**src/cache_config.svh**
```systemverilog
`ifndef CACHE_CONFIG_SVH
`define CACHE_CONFIG_SVH

// Cache geometry
`define LINE_BYTES   16   // Bytes per line, four 32-bit words
`define NUM_SETS     16   // Direct mapped, one line per set

// Backing memory
`define MEM_LINES    256  // Line addresses wrap modulo this
`define MEM_LATENCY  4    // Cycles from request to completion, at least 2

// Request buffering
`define QUEUE_DEPTH  4

`endif

```
**src/cache_pkg.sv**
```systemverilog
`include "cache_config.svh"

package cache_pkg;

  localparam int OFFSET_BITS = $clog2(`LINE_BYTES);
  localparam int INDEX_BITS  = $clog2(`NUM_SETS);
  localparam int TAG_BITS    = 32 - INDEX_BITS - OFFSET_BITS;

  typedef logic [31:0]              word_t;
  typedef logic [`LINE_BYTES*8-1:0] line_t;

  // Address fields, 24/4/4 with the default geometry
  typedef logic [TAG_BITS-1:0]    tag_t;
  typedef logic [INDEX_BITS-1:0]  index_t;
  typedef logic [OFFSET_BITS-1:0] offset_t;

  typedef logic [31-OFFSET_BITS:0] mem_addr_t;  // Line address toward memory

  typedef struct packed {
    tag_t    tag;
    index_t  index;
    offset_t offset;
  } addr_fields_t;

  // Same byte address, raw for line math or split for lookup
  typedef union packed {
    word_t        raw;
    addr_fields_t f;
  } cache_addr_u;

endpackage

```
**src/dm_cache.sv**
```systemverilog
`timescale 1ns/1ns
`include "cache_config.svh"

module dm_cache (
  input  logic                   clk,
  input  logic                   reset,
  input  logic                   q_valid,
  input  cache_pkg::cache_addr_u q_addr,
  input  logic                   q_write,
  input  cache_pkg::word_t       q_wdata,
  input  logic                   mem_ready,
  input  logic                   mem_rvalid,
  input  cache_pkg::line_t       mem_rline,
  output logic                   take,
  output logic                   resp_valid,
  output cache_pkg::word_t       resp_rdata,
  output logic                   resp_hit,
  output logic                   mem_req,
  output logic                   mem_write,
  output cache_pkg::mem_addr_t   mem_addr,
  output cache_pkg::line_t       mem_wline
);

  localparam int ADDR_LSB = 32 - $bits(cache_pkg::mem_addr_t);

  typedef enum logic [1:0] {
    IDLE,
    COMPARE_TAG,
    WRITEBACK,
    ALLOCATE
  } state_t;

  state_t state, next_state;

  cache_pkg::tag_t   tag_bank  [`NUM_SETS];
  cache_pkg::line_t  data_bank [`NUM_SETS];
  logic [`NUM_SETS-1:0] valid_bits;
  logic [`NUM_SETS-1:0] dirty_bits;

  // Request register, loaded on take
  cache_pkg::cache_addr_u req_addr;
  logic                   req_write;
  cache_pkg::word_t       req_wdata;

  logic                   missed;     // First lookup of this request missed
  logic                   issued;     // Memory accepted the current access
  cache_pkg::index_t      idx;
  logic [cache_pkg::OFFSET_BITS-3:0] word_sel;
  logic                   hit;
  cache_pkg::line_t       cur_line;
  cache_pkg::cache_addr_u victim_addr;

  assign idx      = req_addr.f.index;
  assign word_sel = req_addr.f.offset[cache_pkg::OFFSET_BITS-1:2];
  assign cur_line = data_bank[idx];
  assign hit      = valid_bits[idx] && (tag_bank[idx] == req_addr.f.tag);

  // Rebuild the victim byte address from its stored tag
  always_comb begin
    victim_addr.f.tag    = tag_bank[idx];
    victim_addr.f.index  = idx;
    victim_addr.f.offset = '0;
  end

  assign take       = (state == IDLE) && q_valid;
  assign resp_valid = (state == COMPARE_TAG) && hit;
  assign resp_rdata = req_write ? req_wdata : cur_line[word_sel*32 +: 32];
  assign resp_hit   = !missed;

  // Held until accepted, then dropped while memory is busy
  assign mem_req   = ((state == WRITEBACK) || (state == ALLOCATE)) && !issued;
  assign mem_write = (state == WRITEBACK);
  assign mem_wline = cur_line;
  assign mem_addr  = (state == WRITEBACK) ? victim_addr.raw[31:ADDR_LSB]
                                          : req_addr.raw[31:ADDR_LSB];

  always_comb begin
    next_state = state;
    case (state)
      IDLE:
        if (take) next_state = COMPARE_TAG;
      COMPARE_TAG:
        if (hit)
          next_state = IDLE;
        else if (dirty_bits[idx])
          next_state = WRITEBACK;  // Dirty victim goes out first
        else
          next_state = ALLOCATE;
      WRITEBACK:
        if (issued && mem_ready) next_state = ALLOCATE;
      ALLOCATE:
        if (mem_rvalid) next_state = COMPARE_TAG;
      default:
        next_state = IDLE;
    endcase
  end

  always_ff @(posedge clk) begin
    if (reset) begin
      state  <= IDLE;
      issued <= 1'b0;
      missed <= 1'b0;
    end else begin
      state <= next_state;
      if (state != next_state)
        issued <= 1'b0;
      else if (mem_req && mem_ready)
        issued <= 1'b1;
      if (take)
        missed <= 1'b0;
      else if (state == COMPARE_TAG && !hit)
        missed <= 1'b1;
    end
  end

  always_ff @(posedge clk) begin
    if (take) begin
      req_addr  <= q_addr;
      req_write <= q_write;
      req_wdata <= q_wdata;
    end
  end

  // Line data and tags
  always_ff @(posedge clk) begin
    if (state == COMPARE_TAG && hit && req_write) begin
      data_bank[idx][word_sel*32 +: 32] <= req_wdata;  // Merge one word
    end else if (state == ALLOCATE && mem_rvalid) begin
      data_bank[idx] <= mem_rline;
      tag_bank[idx]  <= req_addr.f.tag;
    end
  end

  always_ff @(posedge clk) begin
    if (reset) begin
      valid_bits <= '0;
      dirty_bits <= '0;
    end else if (state == COMPARE_TAG && hit && req_write) begin
      dirty_bits[idx] <= 1'b1;
    end else if (state == ALLOCATE && mem_rvalid) begin
      valid_bits[idx] <= 1'b1;
      dirty_bits[idx] <= 1'b0;  // Fresh copy matches memory
    end
  end

  // A fill makes the retried lookup hit and report the first miss
  a_fill_then_resp: assert property (@(posedge clk) disable iff (reset)
    (state == ALLOCATE) && mem_rvalid |=> resp_valid && !resp_hit)
    else $error("dm_cache: line fill not followed by a response");

  a_fill_in_allocate: assert property (@(posedge clk) disable iff (reset)
    mem_rvalid |-> (state == ALLOCATE) && issued)
    else $error("dm_cache: line fill without a pending read");

endmodule

```
**config.mk**
```make
export PLATFORM = sky130hd
export DESIGN_NAME = dm_cache
export DESIGN_NICKNAME = d
export VERILOG_FILES = /design/src/cache_pkg.sv /design/src/dm_cache.sv
export VERILOG_INCLUDE_DIRS = /design/src /design/src/src
export SDC_FILE = /design/constraint.sdc
export NUM_CORES = 2
export LEC_CHECK = 0
export ABC_CLOCK_PERIOD_IN_PS = 5900
export BUFFER_PORTS_ARGS = -buffer_cell sky130_fd_sc_hd__buf_2
export CAP_MARGIN = 20
export CORE_MARGIN = 8
export CORE_UTILIZATION = 40
export CTS_BUF_LIST = sky130_fd_sc_hd__clkbuf_8 sky130_fd_sc_hd__clkbuf_16
export DETAILED_ROUTE_END_ITERATION = 10
export PLACE_DENSITY = 0.66
export SYNTH_ARGS = -nofsm -noshare
export SYNTH_HDL_FRONTEND = slang
export SYNTH_SLANG_ARGS = --single-unit
```
**constraint.sdc**
```tcl
create_clock -name clk -period 5.9 [get_ports clk]
set_input_delay 0 -clock clk [delete_from_list [all_inputs] [get_ports clk]]
set_output_delay 0 -clock clk [all_outputs]
set_load 0.1 [all_outputs]
```
# ---- Word level (Yosys, flattened, before mapping)
# Memory sizes are Yosys's and may differ from the RTL's. A register that Yosys moved wholly into a read port is not among the register bits.
# Cells that the tools add are included.
# W data, S select, Z words.
dict set report totals {
  ff_bits 101
  output_inout_bits 193
  memories 2
  mem_bits_rw 2432
}
# memory depth width read_ports rd_ports_with_merged_regs wr line_no
set memory_table {}
lappend memory_table {data_bank 16 128 1 1 1 dm_cache.sv:36} ;# cache_pkg::line_t data_bank [`NUM_SETS];
lappend memory_table {tag_bank 16 24 1 1 1 dm_cache.sv:35} ;# cache_pkg::tag_t tag_bank [`NUM_SETS];
dict set report classes {
  mux 151
  eq_ne 5
  n_bitwise 133
  reduce_logical 19
  n_shift 3
  n_addsub 1
  n_lt_le_gt_ge 2
}
# cell n
set ops {}
lappend ops {{$mux W1} 136}
lappend ops {{$mux W128} 1}
lappend ops {{$or A1 B1 Y1} 128}
lappend ops {{$shift A32 B34 Y128 const A} 1}
lappend ops {{$shiftx A128 B8 Y32} 1}
lappend ops {{$shiftx A32 B34 Y128} 1}
lappend ops {{$neg A7 Y34} 1}
lappend ops {{$mux W16} 2}
lappend ops {{$mux W32} 1}
lappend ops {{$or A16 B16 Y16} 2}
lappend ops {{$mux W28} 1}
lappend ops {{$eq A24 B24 Y1} 1}
lappend ops {{$and A16 B16 Y16} 1}
lappend ops {{$not A16 Y16} 1}
lappend ops {{$logic_and A1 B1 Y1} 10}
lappend ops {{$bmux W1 S4} 2}
lappend ops {{$mux W2} 4}
lappend ops {{$mux W4} 2}
lappend ops {{$pmux W2 S4} 1}
lappend ops {{$lt A4 B5 Y1 const B} 1}
lappend ops {{$demux W1 S4} 1}
lappend ops {{$eq A2 B2 Y1 const B} 2}
lappend ops {{$ge A4 B1 Y1 const B} 1}
lappend ops {{$reduce_or A2 Y1} 2}
lappend ops {{other kinds (8)} 10}

# ---- Logic depth before layout (Yosys ltp)
dict set report depth {
  ltp_word 8
  mapped_depth 15
  ltp_nobuf 8
}

# ---- Worst setup path before layout
# Ideal clock, no wire load.
dict set report synth_timing {
  kind {register to register}
  start {register with a tool-made name}
  end {memory data_bank[10][0] (netlist bit), enable pin}
  n_path_buf 8
  path_slack_ps 84
  synth_period_minus_slack_ps 5816
  t_arrival_ps 5347
  setup_ps 470
  path_stages_with_launch 16
  path_cell_list {dfxtp_1 buf_6 buf_6 buf_4 buf_2 buf_2 buf_2 mux2i_1 xnor2_1 nand2_1 o2111ai_1 nor4b_1 nand3_1 buf_2 buf_6 o31ai_1}
}
# element line_no
set synth_rtl {}
lappend synth_rtl {{end: declaration} dm_cache.sv:36}

==> results.md <==
* Achievable clock frequency at 0.184 GHz
* WHS at 298 ps
* Setup TNS at 0 ps
* Max_slew headroom at 21.3%
* Critical path depth at 7
* Number of max-slew violations in the final report at 0
* DR WL/cell at 33.8 um
* Number of remaining DRC errors at 0
* Design area at 118000 um^2
* Vias in the first global route at 51100
* Worst r2r dst: data_bank[12][79]$_DFFE_PP_
* Clock sinks at 2535
* Critical path peak fanout at 93
* Hold path endpoint: state[1]$_SDFF_PP0_
* Post-Syn Nets at 4468
* Die Y at 514 um
* Async SR Flop Fraction at 0%
* Clock transition at path regs at 60 ps
* H-tree depth at 5
* Nets at 5286
* Critical path's slowest cell: dfxtp_4
* Dpl hpwl at 173 mm
* Largest delay share family, worst path: multiplexers
* Crit share post-route at 92.2%
* Crit start category: flip-flop
* Core ar. at 246000 um^2
* Post-CTS sizing at 0
* RSZ-0062 raised after global routing: no
* Die Width at 514 um
* Critical Path RT at 5900 ps
* Drt total wl at 291 mm
* Area delta synth->final at 19.3%
* Clk_lat worst skew at 940 ps
* Post-synthesis instance area at 99100 um^2
* Critical path, cell by cell: buf_12 > buf_12 > mux4_2 > mux4_2 > mux4_2 > mux2_2 > buf_2
* R2R cell count at 11
* Slowest stage delay, CP at 750 ps
* Yosys reg bits at 2535
* CP Class: reg -> out
* Final Util at 48.0%
* I/O pin total at 391
* WP buf/inv at 3
* Setup crit end kind: output port
* Final worst clock skew at 102 ps
* First-pass GRT wire length at 402 mm
* Largest net degree at the start of global routing at 133
* Max-cap violations at 0
* Initial Util at 40.3%
* Layout cells sized above 1 at 34.2%
* Final hold violations at 0
* Port Buf Inserts at 388
* Vias per cell at 5.91
* CP most frequent cell: mux4_2
* Final ANT Viol Nets at 0
* CTS tree: built
* LEAKAGE at 38.7 nW
* GR Overflow Total at 0
* Reg2Reg Setup Slack at 1170 ps
* Seq/Total Area, Yosys at 76.4%
* Area after DPL at 107000 um^2
* Vias at 51000
* PD cells at 414 nW/um^2
* Worst EP arrival at 5440 ps
* Clock period minus worst slack at 5440 ps
* Layout fillers at 19600
* Max VDD drop at 431 uV
* Total CTS buffers at 278
* Placer Congestion at 0.819
* Finished Layout Cells at 8621
* Outcome: completed
* EDFF count, synth at 2495
* Max clock buf depth at 4
* Row cnt at 182
* Total iterations of the first detailed-routing run at 6
* Synth warn at 0
* Min-Delay Path Depth at 5
* Hold/Removal Path Class: in -> reg
* Ys flop type: edfxtp_1
* Yosys cell types at 57
* Root buffer cell: clkbuf_16
* Slew @ Worst Pin at 1180 ps
* GRT Util Overall at 21.5%
* Mapped Cells at 4265
* Full die area at 264000 um^2
* Initial antenna violation count at 46
* Hold path start: mem_rvalid
* Cell count after placement at 7855
* Initial DRC Count at 6839
* Final setup violating endpoints at 0
* Mean Syn Cell Area at 23.2 um^2
-- final cells by class --
type	instances	area [um^2]	share of cell area, %
Antenna cell	33	82.6	0.0698
Clock inverter	186	1360	1.15
Sequential cell	2535	75700	64.0
Clock buffer	287	7150	6.04
Inverter	46	180	0.152
Multi-Input combinational cell	1428	23000	19.4
Tap cell	3312	4140	3.50
Timing Repair Buffer	794	6650	5.63
-- cells in the mapped netlist, types with 7 or more instances --
| library cell | number | area [um^2] |
|---|---|---|
| a21oi_1 | 22 | 110 |
| a221oi_1 | 7 | 61.3 |
| a22o_1 | 136 | 1190 |
| buf_1 | 21 | 78.8 |
| buf_2 | 88 | 440 |
| buf_4 | 13 | 97.6 |
| buf_6 | 12 | 135 |
| clkbuf_1 | 122 | 458 |
| dfxtp_1 | 40 | 801 |
| edfxtp_1 | 2495 | 74900 |
| inv_1 | 44 | 165 |
| mux2_2 | 55 | 619 |
| mux2i_1 | 43 | 430 |
| mux4_2 | 757 | 17000 |
| nand2_1 | 81 | 304 |
| nand2b_1 | 9 | 56.3 |
| nand3_1 | 20 | 100 |
| nand4_1 | 16 | 100 |
| nor2_1 | 70 | 263 |
| nor2b_1 | 14 | 87.6 |
| nor3_1 | 8 | 40.0 |
| o21ai_0 | 28 | 140 |
| o31ai_1 | 64 | 480 |
| xnor2_1 | 11 | 96.3 |
| xor2_1 | 9 | 78.8 |
-- cells by family after synthesis --
| group | count (synthesis) | share of synthesized area, % |
|---|---|---|
| flops | 2535 | 76.4 |
| mux | 862 | 18.4 |
| compound gates | 302 | 2.41 |
| buf+inv | 302 | 1.39 |
| simple gates | 239 | 1.12 |
| xor+xnor | 20 | 0.177 |
| fa+ha+maj | 5 | 0.0631 |
-- worst reg2reg max path, delay by kind of cell, from the launching register on --
kind / cells / cell delay, ps
multiplexers: 3 / 770
buffers and inverters: 3 / 1260
AO/OA/AOI/OAI: 1 / 330
AND/OR/NAND/NOR: 3 / 1050
XOR/XNOR: 1 / 230
flip-flops: 1 / 710
-- through the flow --
| stage | power [W] | setup WS (ps) |
|---|---|---|
| 6_report | 0.0489 | 460 |
| 3_5_place_dp | 0.0328 | 926 |
| 2_1_floorplan | 0.0291 | 83.6 |
| 4_1_cts | 0.0492 | 19.3 |
| 5_1_grt | 0.0501 | 201 |
| 3_3_place_gp | 0.0327 | 969 |
-- flip-flops by register name (all words and copies together) (netlist names), 2 cells and up, named ones only --
register and count:
data_bank 2048, req_addr 30, valid_bits 16, state 2, tag_bank 384, req_wdata 32
-- cells in the final DEF, fill, tap and decap left out, types with 9 or more instances in the layout --
master	count
nand2_1	81
o21ai_0	28
clkbuf_16	284
mux4_2	757
diode_2	33
nand4_1	16
nand3_1	19
buf_4	66
xor2_1	9
o31ai_4	64
nor2_1	70
clkinv_2	45
xnor2_1	11
inv_1	101
buf_2	388
dlygate4sd3_1	259
buf_12	79
clkinv_1	46
edfxtp_1	2495
a22o_1	136
nand2b_1	9
mux2_2	55
mux2i_1	43
nor2b_1	13
inv_6	9
a21oi_1	22
dfxtp_1	36
bufinv_16	19
-- layer usage --
metal	share of wire, %	wire length, um	vias to the layer above	track usage, %
met5	0.039	114	-	0
li1	-	-	20100	-
met2	48	140000	2941	34.7
met1	35	102000	27300	27.0
met4	6.0	17400	16	11.4
met3	11	31400	582	5.50
-- worst max-delay path by stage --
stage	slack, ps	end	start
after global routing	200	resp_rdata[3]	flip-flop
after floorplan	80	data_bank[10][0]$_DFFE_PP_	flip-flop
after global placement	970	resp_rdata[3]	flip-flop
after CTS	20	resp_rdata[3]	flip-flop
after detailed placement	930	data_bank[12][92]$_DFFE_PP_	flip-flop
final	460	resp_rdata[11]	flip-flop
-- where the power goes --
part	internal [W]	total [W]	switching (W)	leakage, nW
combinational	0.00323	0.0118	0.00855	10.8
sequential	0.0203	0.0207	0.000405	23.5
clock	0.00956	0.0164	0.00684	4.40
total	0.0331	0.0489	0.0158	38.7
-- repair_timing --
| action | in CTS | in global routing |
|---|---|---|
| hold endpoints to repair | 2151 | 0 |
| hold buffers | 259 | 0 |
| buffers inserted | 0 | 1 |
| setup endpoints to repair | 0 | 12 |
(Power assumes the default switching activity.)
