### src/cache_config.svh
`ifndef CACHE_CONFIG_SVH
`define CACHE_CONFIG_SVH

// Cache geometry
`define LINE_BYTES   16   // Bytes per line, four 32-bit words
`define NUM_SETS     16   // Direct mapped, one line per set

// Backing memory
`define MEM_LINES    256  // Line addresses wrap modulo this
`define MEM_LATENCY  4    // Cycles from request to completion, at least 2

// Request buffering
`define QUEUE_DEPTH  4

`endif

### src/cache_pkg.sv
`include "cache_config.svh"

package cache_pkg;

  localparam int OFFSET_BITS = $clog2(`LINE_BYTES);
  localparam int INDEX_BITS  = $clog2(`NUM_SETS);
  localparam int TAG_BITS    = 32 - INDEX_BITS - OFFSET_BITS;

  typedef logic [31:0]              word_t;
  typedef logic [`LINE_BYTES*8-1:0] line_t;

  // Address fields, 24/4/4 with the default geometry
  typedef logic [TAG_BITS-1:0]    tag_t;
  typedef logic [INDEX_BITS-1:0]  index_t;
  typedef logic [OFFSET_BITS-1:0] offset_t;

  typedef logic [31-OFFSET_BITS:0] mem_addr_t;  // Line address toward memory

  typedef struct packed {
    tag_t    tag;
    index_t  index;
    offset_t offset;
  } addr_fields_t;

  // Same byte address, raw for line math or split for lookup
  typedef union packed {
    word_t        raw;
    addr_fields_t f;
  } cache_addr_u;

endpackage

### src/req_queue.sv
`timescale 1ns/1ns
`include "cache_config.svh"

module req_queue (
  input  logic                   clk,
  input  logic                   reset,
  input  logic                   push,
  input  cache_pkg::cache_addr_u push_addr,
  input  logic                   push_write,
  input  cache_pkg::word_t       push_wdata,
  input  logic                   take,
  output logic                   full,
  output logic                   q_valid,
  output cache_pkg::cache_addr_u q_addr,
  output logic                   q_write,
  output cache_pkg::word_t       q_wdata
);

  localparam int PTR_BITS = (`QUEUE_DEPTH > 1) ? $clog2(`QUEUE_DEPTH) : 1;
  localparam int CNT_BITS = $clog2(`QUEUE_DEPTH + 1);

  cache_pkg::cache_addr_u addr_mem  [`QUEUE_DEPTH];
  logic                   write_mem [`QUEUE_DEPTH];
  cache_pkg::word_t       wdata_mem [`QUEUE_DEPTH];

  logic [PTR_BITS-1:0] wr_ptr, rd_ptr;
  logic [CNT_BITS-1:0] count;
  logic                do_push, do_take;

  assign full    = (count == CNT_BITS'(`QUEUE_DEPTH));
  assign q_valid = (count != '0);
  assign do_push = push && !full;  // Strobe while full is dropped
  assign do_take = take && q_valid;

  // Head entry is always presented
  assign q_addr  = addr_mem[rd_ptr];
  assign q_write = write_mem[rd_ptr];
  assign q_wdata = wdata_mem[rd_ptr];

  always_ff @(posedge clk) begin
    if (do_push) begin
      addr_mem[wr_ptr]  <= push_addr;
      write_mem[wr_ptr] <= push_write;
      wdata_mem[wr_ptr] <= push_wdata;
    end
  end

  always_ff @(posedge clk) begin
    if (reset) begin
      wr_ptr <= '0;
      rd_ptr <= '0;
      count  <= '0;
    end else begin
      if (do_push)
        wr_ptr <= (wr_ptr == PTR_BITS'(`QUEUE_DEPTH - 1)) ? '0 : wr_ptr + 1'b1;
      if (do_take)
        rd_ptr <= (rd_ptr == PTR_BITS'(`QUEUE_DEPTH - 1)) ? '0 : rd_ptr + 1'b1;
      if (do_push && !do_take)
        count <= count + 1'b1;
      else if (do_take && !do_push)
        count <= count - 1'b1;  // Push and take together keep the count
    end
  end

  // Producer must respect req_ready
  a_no_push_full: assert property (@(posedge clk) disable iff (reset) push |-> !full)
    else $error("req_queue: push while full");

  // Cache only takes a presented entry
  a_no_take_empty: assert property (@(posedge clk) disable iff (reset) take |-> q_valid)
    else $error("req_queue: take while empty");

endmodule

### config.mk
export PLATFORM = sky130hd
export DESIGN_NAME = req_queue
export DESIGN_NICKNAME = d
export VERILOG_FILES = /design/src/cache_pkg.sv /design/src/req_queue.sv
export VERILOG_INCLUDE_DIRS = /design/src /design/src/src
export SDC_FILE = /design/constraint.sdc
export NUM_CORES = 1
export LEC_CHECK = 0
export BUFFER_PORTS_ARGS = -buffer_cell sky130_fd_sc_hd__buf_2
export CAP_MARGIN = 20
export CORE_ASPECT_RATIO = 2
export CORE_MARGIN = 2
export CORE_UTILIZATION = 35
export DETAILED_ROUTE_END_ITERATION = 6
export GPL_ROUTABILITY_DRIVEN = 0
export PLACE_DENSITY = 0.59
export SYNTH_ARGS = -nofsm -noshare
export SYNTH_HDL_FRONTEND = slang
export SYNTH_SLANG_ARGS = --single-unit
### constraint.sdc
create_clock -name clk -period 6 [get_ports clk]
set_input_delay 0.6 -clock clk [delete_from_list [all_inputs] [get_ports clk]]
set_output_delay 0.6 -clock clk [all_outputs]
set_load 0.02 [all_outputs]
==> Word-level counts from Yosys, hierarchy flattened <==
Memory sizes are Yosys's and may differ from the RTL's. A register that Yosys moved wholly into a read port is not among the register bits.
Index checks and enable logic that the tools add are counted.
{ "classes": {"reduce_logical": 9, "add_sub_neg": 4, "mux": 12, "eq_ne": 3} }
{ "op_table": {"columns": ["operator", "count"], "rows": [
  ["$mux W2", 8],
  ["$mux W3", 2],
  ["$add A2 B1 Y2 const B", 2],
  ["$eq A2 B2 Y1 const B", 2],
  ["$logic_and A1 B1 Y1", 4],
  ["$add A3 B1 Y3 const B", 1],
  ["$eq A3 B3 Y1 const B", 1],
  ["$logic_not A1 Y1", 3],
  ["$reduce_bool A3 Y1", 1],
  ["$sub A3 B1 Y3 const B", 1],
  ["$mux W1", 2],
  ["$reduce_bool A2 Y1", 1]
]} }
{ "totals": {"mem_bits_rw": 260, "n_memories": 3, "output_inout_bits": 67, "regBits": 7} }
{ "memory_table": {"columns": ["memory", "depth", "width", "rd", "rd_clocked_by_memory_dff", "write_ports", "line", "source"], "rows": [
  ["addr_mem", 4, 32, 1, 1, 1, "req_queue.sv:22", "cache_pkg::cache_addr_u addr_mem [`QUEUE_DEPTH];"],
  ["wdata_mem", 4, 32, 1, 1, 1, "req_queue.sv:24", "cache_pkg::word_t wdata_mem [`QUEUE_DEPTH];"],
  ["write_mem", 4, 1, 1, 1, 1, "req_queue.sv:23", "logic write_mem [`QUEUE_DEPTH];"]
]} }

==> Logic depth before layout (Yosys ltp) <==
Gate-level depths: netlist of the first run.
{ "depth": {"word_depth": 7, "ltp_mapped": 10, "depth_no_buf": 9} }

==> Worst setup path before layout of the first run <==
OpenSTA, ideal clock, no wires.
{ "synth_path": {"path_type": "reg-to-reg", "start": "reg count[0]", "end": "mem addr_mem[0][0] in the netlist's numbering, enable pin", "path_buffers": 1, "setup_time_ns": 0.430, "path_stages_with_launch": 4, "arrival_time_ns": 2.252, "required_ns": 5.570, "synth_period_minus_slack_ns": 2.682, "setup_slack_ns": 3.318, "path_cell_list": "dfxtp_1 or3b_1 buf_6 and3_1"} }
{ "synth_via": {"elab_chain_len": 5} }
{ "synth_rtl": {"columns": ["element", "line", "source"], "rows": [
  ["from (decl)", "req_queue.sv:27", "logic [CNT_BITS-1:0] count;"],
  ["from (signal assigned)", "req_queue.sv:59", "count <= count + 1'b1;"],
  ["from (signal assigned)", "req_queue.sv:61", "count <= count - 1'b1;"],
  ["$eq A3 B3 Y1", "req_queue.sv:30", "assign full = (count == CNT_BITS'(`QUEUE_DEPTH));"],
  ["$logic_not A1 Y1", "req_queue.sv:32", "assign do_push = push && !full;"],
  ["$logic_and A1 B1 Y1", "req_queue.sv:32", null],
  ["$mux W1", "req_queue.sv:41", "if (do_push) begin"],
  ["$mux W1 (implied by the code)", "req_queue.sv:42", "addr_mem[wr_ptr] <= push_addr;"],
  ["to (decl)", "req_queue.sv:22", null]
]} }
Every way passes these cells.

==> results.md, run 1 <==
- After layout, the minimum clock period comes to about 3400 ps.
- The category of the critical setup timing path is flop to output pin.
- Derived from the worst setup path, the maximum achievable clock frequency is 292 MHz.
- The post-layout utilization of the core is 42.1%.
- The count of vias placed by the detailed router is around 4400.
- The biggest cell delay along the critical path is 980 ps.
- In this run the number of H-tree levels came out at 1.
- The area growth from synthesis to layout is 19.2%.
- The total die area is between 0.02 and 0.03 sq mm.
- Summing the sequential cell areas from Yosys gives 80.8% of the chip area.
- The yosys synthesis warning count is 0.
- In the routed design, unresolved DRC markers number 0.
- Buffers added to address setup during post-CTS repair amount to 0.
- The TritonCTS clock tree is yes.
- Post-CTS repair changed the size of 0 cells.
- For this run, the total global-route usage over all layers was measured as 12.2%.
- The number of DRC violations after detailed-routing iteration 0 is 273.
- The leading cell type in the layout, fill and taps excluded is edfxtp_1.
- The cell count of the worst reg-to-reg path is 9.
- The worst path uses 57.1% of the clock period.
- The maximum vdd ir drop is between 0.3 and 0.4 mV.
- The number of nets at the end of the flow is 616.
- The leftover overflow at the end of global routing is 0.
- The critical path endpoint category is an output pin.
- The floorplan has 87 rows.
- The largest buffer count on any clock path is 3.
- The post-layout instance count excluding filler cells is 915.
- Summing all flip-flop and latch instances after layout gives 0.00800 sq mm.
- Counting both buffers and inverters, the worst setup path holds a total of 2.
- The die is around 240 um tall.
- The sink count of the clock tree is approximately 270.
- Counting flops and latches in the post-synthesis netlist gives 269.
- The placeable core area is approximately 0.028 sq mm.
- The post-synthesis instance area is 0.00988 sq mm.
- Setup repair after global routing left no endpoint under its margin.
- The startpoint class of the critical path is a flop.
- In this run the mean area of a mapped cell was 25.4 sq um.
- The worst flop-to-flop path endpoint is count[2].
- At the pin with the least slew margin, the transition time is around 1000 ps.
- The clock transition time at the flip-flop clock pins of the worst setup and hold paths is about 60 ps.
- The post-route netlist has 45.2% of its cells at a drive strength greater than 1.
- The total of fill cells in the finished design is 2391.
- The via count of the first global-routing pass is around 4800.
- The clock tree root buffer cell is clkbuf_16.
- The max-slew headroom at the worst pin is 30.9%.
- The kind of cell adding the most delay to the critical path is flip-flops.
- When the netlist entered floorplanning its net count stood at 465.
- The count of nets left with antenna violations once routing finished came out at 0.
- Pin placement for this block handled 136 I/O pins.
- The number of vias per cell is 4.85.
- The number of flops mapped to enable cells by yosys is 260.
- Summing all multi-input logic gate instances after layout gives about 0.0018 sq mm.
- The final layout contains routed wiring with a total length of 18.2 mm.
- At the worst endpoint, the required time is 5400 ps.
- The primary flip-flop cell chosen by synthesis mapping is edfxtp_1.
- From left edge to right edge, the die measures 123 um.
- The number of distinct library cell variants in the gate-level netlist after synthesis is 25.
- The launch point of the worst hold path is push_wdata[8].
- The register-to-register path setup slack is about 3700 ps.
- In this run the power density over the cells is around 430 mW/mm^2.
- The count of final hold-check violations was 0.
- The number of antenna violations at the first check in global routing is 5.
- Hold repair after CTS inserted 0 buffers.
- The library cells used most frequently in the layout, excluding fill and tap cells, are edfxtp_1 (260), buf_2 (135), mux4_2 (65).
- The first global-routing pass estimated 27.5 mm of wire.
- The number of cells on the worst hold path is 1.
- The sum of negative setup slack is 0 ps.
- The count of endpoints failing setup in the final report is 0.
- In this run, placement finished with an instance count of between 800 and 900.
- Entering global routing, the biggest net connects 66 pins.
- The number of max-capacitance violations reported is 0.
- The flow ran to the end, and the final reports show no timing, DRC or antenna violations.
- After detailed routing, the average wire length per cell comes to 19.9 um.
- In this run the static leakage power is slightly below 0.004 uW.
- Clock skew on the completed layout was measured at 10.1 ps.
- The endpoint with the worst hold slack is wdata_mem[3][8].
- The pre-antenna-repair detailed-routing pass consisted of 4 iterations.
- The count of pins over their slew limit is 0.
- The largest fanout on the critical path is 44.
- The initial utilization of the core area, before any placement, comes to 35.3%.
- Input and output buffers added on the ports amount to 135.
- At the worst endpoint, the arrival time is about 2800 ps.
- Traced cell by cell, the critical path runs through buf_4, mux4_2, buf_2.
- The worst register-to-register path begins at count[0].
- The number of buffers created by CTS is 26.
- The half-perimeter wire length of the detailed placement result is 10.5 mm.
- The proportion of synthesized flip-flops having asynchronous set or reset is 0%.
- The type of the worst min-delay path is input pin to flop.
- The slowest stage cell on the critical path is dfxtp_4.
- The gate count after technology mapping is 389.
- The insertion delay to the later sink of the worst-skew pair is 520 ps.
==> registers in the layout, indices dropped and copies added, names as in the netlist, named ones only <==
register and flops:
rd_ptr 2, count 3, wr_ptr 2, wdata_mem 128, addr_mem 128, write_mem 4
==> worst max-delay path by stage <==
stage | start | end | slack, ps | cells past startpoint
floorplan | count[0] | addr_mem[0][0] | 3320 | 3
global placement | flop | q_wdata[13] | 3030 | 3
detailed placement | flop | q_wdata[1] | 3010 | 3
CTS | flop | q_addr[0] | 2450 | 3
global route | flop | q_addr[0] | 2310 | 3
finish | flop | q_addr[0] | 2580 | 3
==> report_power, final <==
| part | total [uW] | leakage, uW | internal [uW] | switching (uW) |
|---|---|---|---|---|
| Clock | 1590 | 0.000412 | 947 | 643 |
| Sequential | 2420 | 0.00246 | 2280 | 144 |
| Combinational | 1030 | 0.00105 | 459 | 576 |
| Total | 5050 | 0.00392 | 3680 | 1360 |
==> metal layers <==
layer | track usage [%] | vias up | routed length, um
li1 | - | 1966 | -
met1 | 16.0 | 2269 | 7380
met2 | 19.3 | 168 | 8610
met3 | 4.46 | 26 | 1890
met4 | 2.94 | 10 | 243
met5 | 0 | - | 61
==> Yosys cell counts (2+ instances only) <==
cell type	instances	area share, %
xor2_1	2	0.18
or3_1	3	0.19
inv_1	3	0.11
buf_2	7	0.35
nand3_1	2	0.10
a21oi_1	3	0.15
and3_1	4	0.25
mux2i_1	2	0.20
nor2_1	3	0.11
buf_6	7	0.80
ha_1	6	0.76
dfxtp_1	9	1.8
clkbuf_1	2	0.076
mux4_2	65	15
edfxtp_1	260	79
o31ai_2	2	0.25
==> through the flow <==
stage / hold slack (ps) / area, sq um / total power (uW) / setup WS (ps)
2_1_floorplan: 463 / 9880 / 3180 / 3320
3_3_place_gp: 465 / 10900 / 3520 / 3030
3_5_place_dp: 483 / 10900 / 3530 / 3010
4_1_cts: 271 / 11800 / 5140 / 2450
5_1_grt: 281 / 11800 / 5280 / 2310
6_report: 297 / 11800 / 5050 / 2580
==> area by class of cell <==
| class | instances | area share, % |
|---|---|---|
| sequential | 269 | 67.9 |
| multi-input combinational | 99 | 14.9 |
| timing repair buffer | 139 | 5.99 |
| clock buffer | 31 | 5.86 |
| tap | 356 | 3.78 |
| clock inverter | 15 | 1.27 |
| inverter | 5 | 0.319 |
| antenna | 1 | 0.0212 |
==> logic make-up after synthesis <==
| family | after synthesis | share of synthesized area (%) |
|---|---|---|
| AOI/OAI and AO/OA | 7 | 0.506 |
| xor gates and xnor gates | 2 | 0.177 |
| adders and majority gates | 7 | 0.962 |
| buffers and inverters | 21 | 1.61 |
| DFF | 269 | 80.8 |
| muxes | 67 | 15.0 |
| and+or+nand+nor | 16 | 0.899 |
(Power assumes the default switching activity.)
==> run 2, diff against run 1 <==
- PLACE_DENSITY: 0.59 -> 0.61
- clock period: 6 -> 3 ns (I/O delays scaled with it)
==> run 2 against run 1 <==
Effect of this change:
- cell area is 6.1% higher
- die area stayed put
- via count is 4.5% higher
- sequential share of layout area is 3.9 points lower
- worst hold slack worse by 280 ps
- critical path type unchanged
==> results.md, run 2 (synthesis gave the netlist of run 1 again) <==
- The first detailed-routing pass ran for 4 iterations.
- The HPWL after detailed placement is 11.1 mm.
- The critical path crosses 3 cells after its start point.
- The count of pins over their slew limit is 0.
- The worst pin sits at a relative slew slack of a little under two thirds.
- 0 antenna diodes ended up in the layout.
- STA puts the critical path data required time at 2700 ps.
- After clock tree synthesis, the clock-pin slew on the worst setup and hold paths is 60 ps.
- Once the floorplan was initialized, standard cells occupied 35.3% of the core.
- Post-CTS timing repair inserted 0 buffers for setup.
- Measured in cells, the most critical reg-to-reg path has a length of 9.
- The worst path in the final design needs a cycle of 2390 ps, including I/O delays and setup.
- Walking the worst path, the cells encountered are buf_4, mux4_2, buf_2.
- The largest registers in the layout are addr_mem x128, wdata_mem x128, write_mem x4.
- In the final design database the tool counted approximately 680 nets.
- The final layout contains routed wiring with a total length of between 15 and 20 mm.
- The signed area change from the synthesized netlist to the final layout is 26.5%.
- The global-route total usage across every layer is 12.4%.
- The sum of negative setup slack is 0 ps.
- The number of buffers created by CTS is 24.
- The worst-case IR drop observed on VDD is 0.608 mV.
- The leading cell type in the layout, fill and taps excluded is edfxtp_1.
- Hold is met by 15.6 ps.
- For this run, the top clock speed supported by timing is roughly 420 MHz.
- The TritonCTS clock tree is yes.
- The CTS H-tree depth is 1.
- After layout, the worst path uses 79.6% of the clock period.
- The proportion of layout cells with a drive suffix above 1 is 41.1%.
- Before CTS, the worst setup slack after placement is 699 ps.
- The clock passes through at most 3 buffers.
- The tool flagged a number of max-cap violations equal to 0.
- The count of vias placed by the detailed router is between 4000 and 5000.
- After global routing the overflow that remains totals 0.
- Dividing the detail-routed via count by the number of cells gives 4.75.
- The most critical setup path has its endpoint at q_addr[24].
- At the pin with the least slew margin, the transition time is 549 ps.
- Among cell families on the critical path, the largest total delay comes from multiplexers.
- The register-to-register path setup slack is 680 ps.
- In this run the standard cell core region covers 0.0280 sq mm.
- The number of DRC violations after detailed-routing iteration 0 is 239.
- The final antenna-violating net count is 0.
- The run finished with clean final reports.
- The worst setup margin is 612 ps.
- Along the worst path, the maximum fanout reaches 23.
- After detailed routing, the average wire length per cell comes to between 15 and 20 um.
- The detailed-route DRC error count is 0.
- On the worst path, the slowest cell contributes a delay of 600 ps.
- In this run the count of I/O pins placed on the die edge is 136.
- Setup repair after global routing left no endpoint under its margin.
- The via count of the first global-routing pass is 5100.
- The y dimension of the die is about 240 um.
- The startpoint class of the critical path is a flop.
- Setup violations remaining at the end of the flow were counted as 0.
- The startpoint of the lowest-slack register-to-register path is count[0].
- The critical path endpoint category is an output pin.
- The first-pass GRT wire length is 28.2 mm.
- The clock tree root buffer cell is clkbuf_16.
- The number of antenna violations at the first check in global routing is 0.
- On the final layout, the worst clock skew is 21.1 ps.
- The worst register-to-register path ends at count[2].
- Entering global routing, the biggest net connects 57 pins.
- The total of fill cells in the finished design is approximately 2300.
- The slowest stage cell on the critical path is mux4_2.
- The die is 123 um wide.
- The count of input and output buffers is around 140.
- The critical path contains buffers and inverters numbering 2 combined.
- Dividing total power by cell area gives a power density of around 820 mW/mm^2.
- Data on the critical path arrives at its endpoint at 2090 ps.
- The total die area is 0.0297 sq mm.
- The leakage component of the power is 0.00422 uW.
- Clock tree synthesis found a total of 269 sinks.
- In the layout the commonest cells are edfxtp_1 (260), buf_2 (135), mux4_2 (65).
- The insertion delay to the later sink of the worst-skew pair is 520 ps.
- The type of the worst min-delay path is input pin to flop.
- The count of final hold-check violations came to 0.
- By startpoint and endpoint, the worst setup path is classified as flop to output pin.
- The floorplan has 87 rows.
run 2: cell count changes in the layout (fill, tap and decap cells not counted), sizes merged:
cell	previous run	this run
clkbuf	31	30
buf	139	145
clkinv	11	8
inv	4	3
bufinv	4	7
diode	1	0
dlygate4sd3	0	59
run 2: worst reg2reg max path: stages, from the launching register on:
cell and delay [ps]:
dfxtp_1 430, or3b_1 330, clkinv_4 90, nor2_2 140
ha_1 210, inv_1 70, fa_1 380, xor2_1 180
or3_1 300, a21oi_1 140
run 2: repair_timing:
item | in CTS | in global routing
gates resized for setup | 0 | 0
hold buffers | 59 | 0
endpoints found under the hold margin | 232 | 0
run 2: final cells by class:
| cell class | instances | area, sq um | area share, % |
|---|---|---|---|
| repair buffers | 204 | 1420 | 11.3 |
| inverters | 5 | 37.5 | 0.300 |
| clock buffers | 30 | 623 | 4.98 |
| multi-input cells | 99 | 1760 | 14.0 |
| clock inverters | 14 | 229 | 1.83 |
| well taps | 356 | 445 | 3.56 |
| flip-flops and latches | 269 | 8000 | 64.0 |
run 2: power by group:
group	switching, uW	internal (uW)	total, uW
Clock	1290	2000	3280
Sequential	134	4540	4680
Combinational	1340	1020	2350
run 2: how the worst min path moves through the flow:
stage / from / endpoint / slack (ps) / cells after the start
6_report: push_wdata[13] / wdata_mem[0][13] / 20 / 1
5_1_grt: push_wdata[17] / wdata_mem[3][17] / 6 / 1
4_1_cts: push_wdata[20] / wdata_mem[0][20] / 1 / 1
3_5_place_dp: rd_ptr[0] / flop / 480 / 2
3_3_place_gp: rd_ptr[0] / flop / 470 / 2
2_1_floorplan: push_addr[0] / addr_mem[0][0] / 400 / 0
run 2: routing by layer:
metal	vias up	track usage, %	wire length (um)
li1	2090	-	-
met1	2366	16.1	7560
met2	159	21.0	9360
met3	23	3.00	1390
met4	0	2.97	262
met5	-	0	0
run 2: metrics by stage:
stage,instance area [sq um],total power [uW],instances,utilization [%]
global placement,11100,7080,874,39.5
finish,12500,10300,977,44.7
CTS,12500,10500,977,44.7
global route,12500,10700,977,44.7
detailed placement,11100,7120,874,39.5
floorplan,9880,6360,389,-
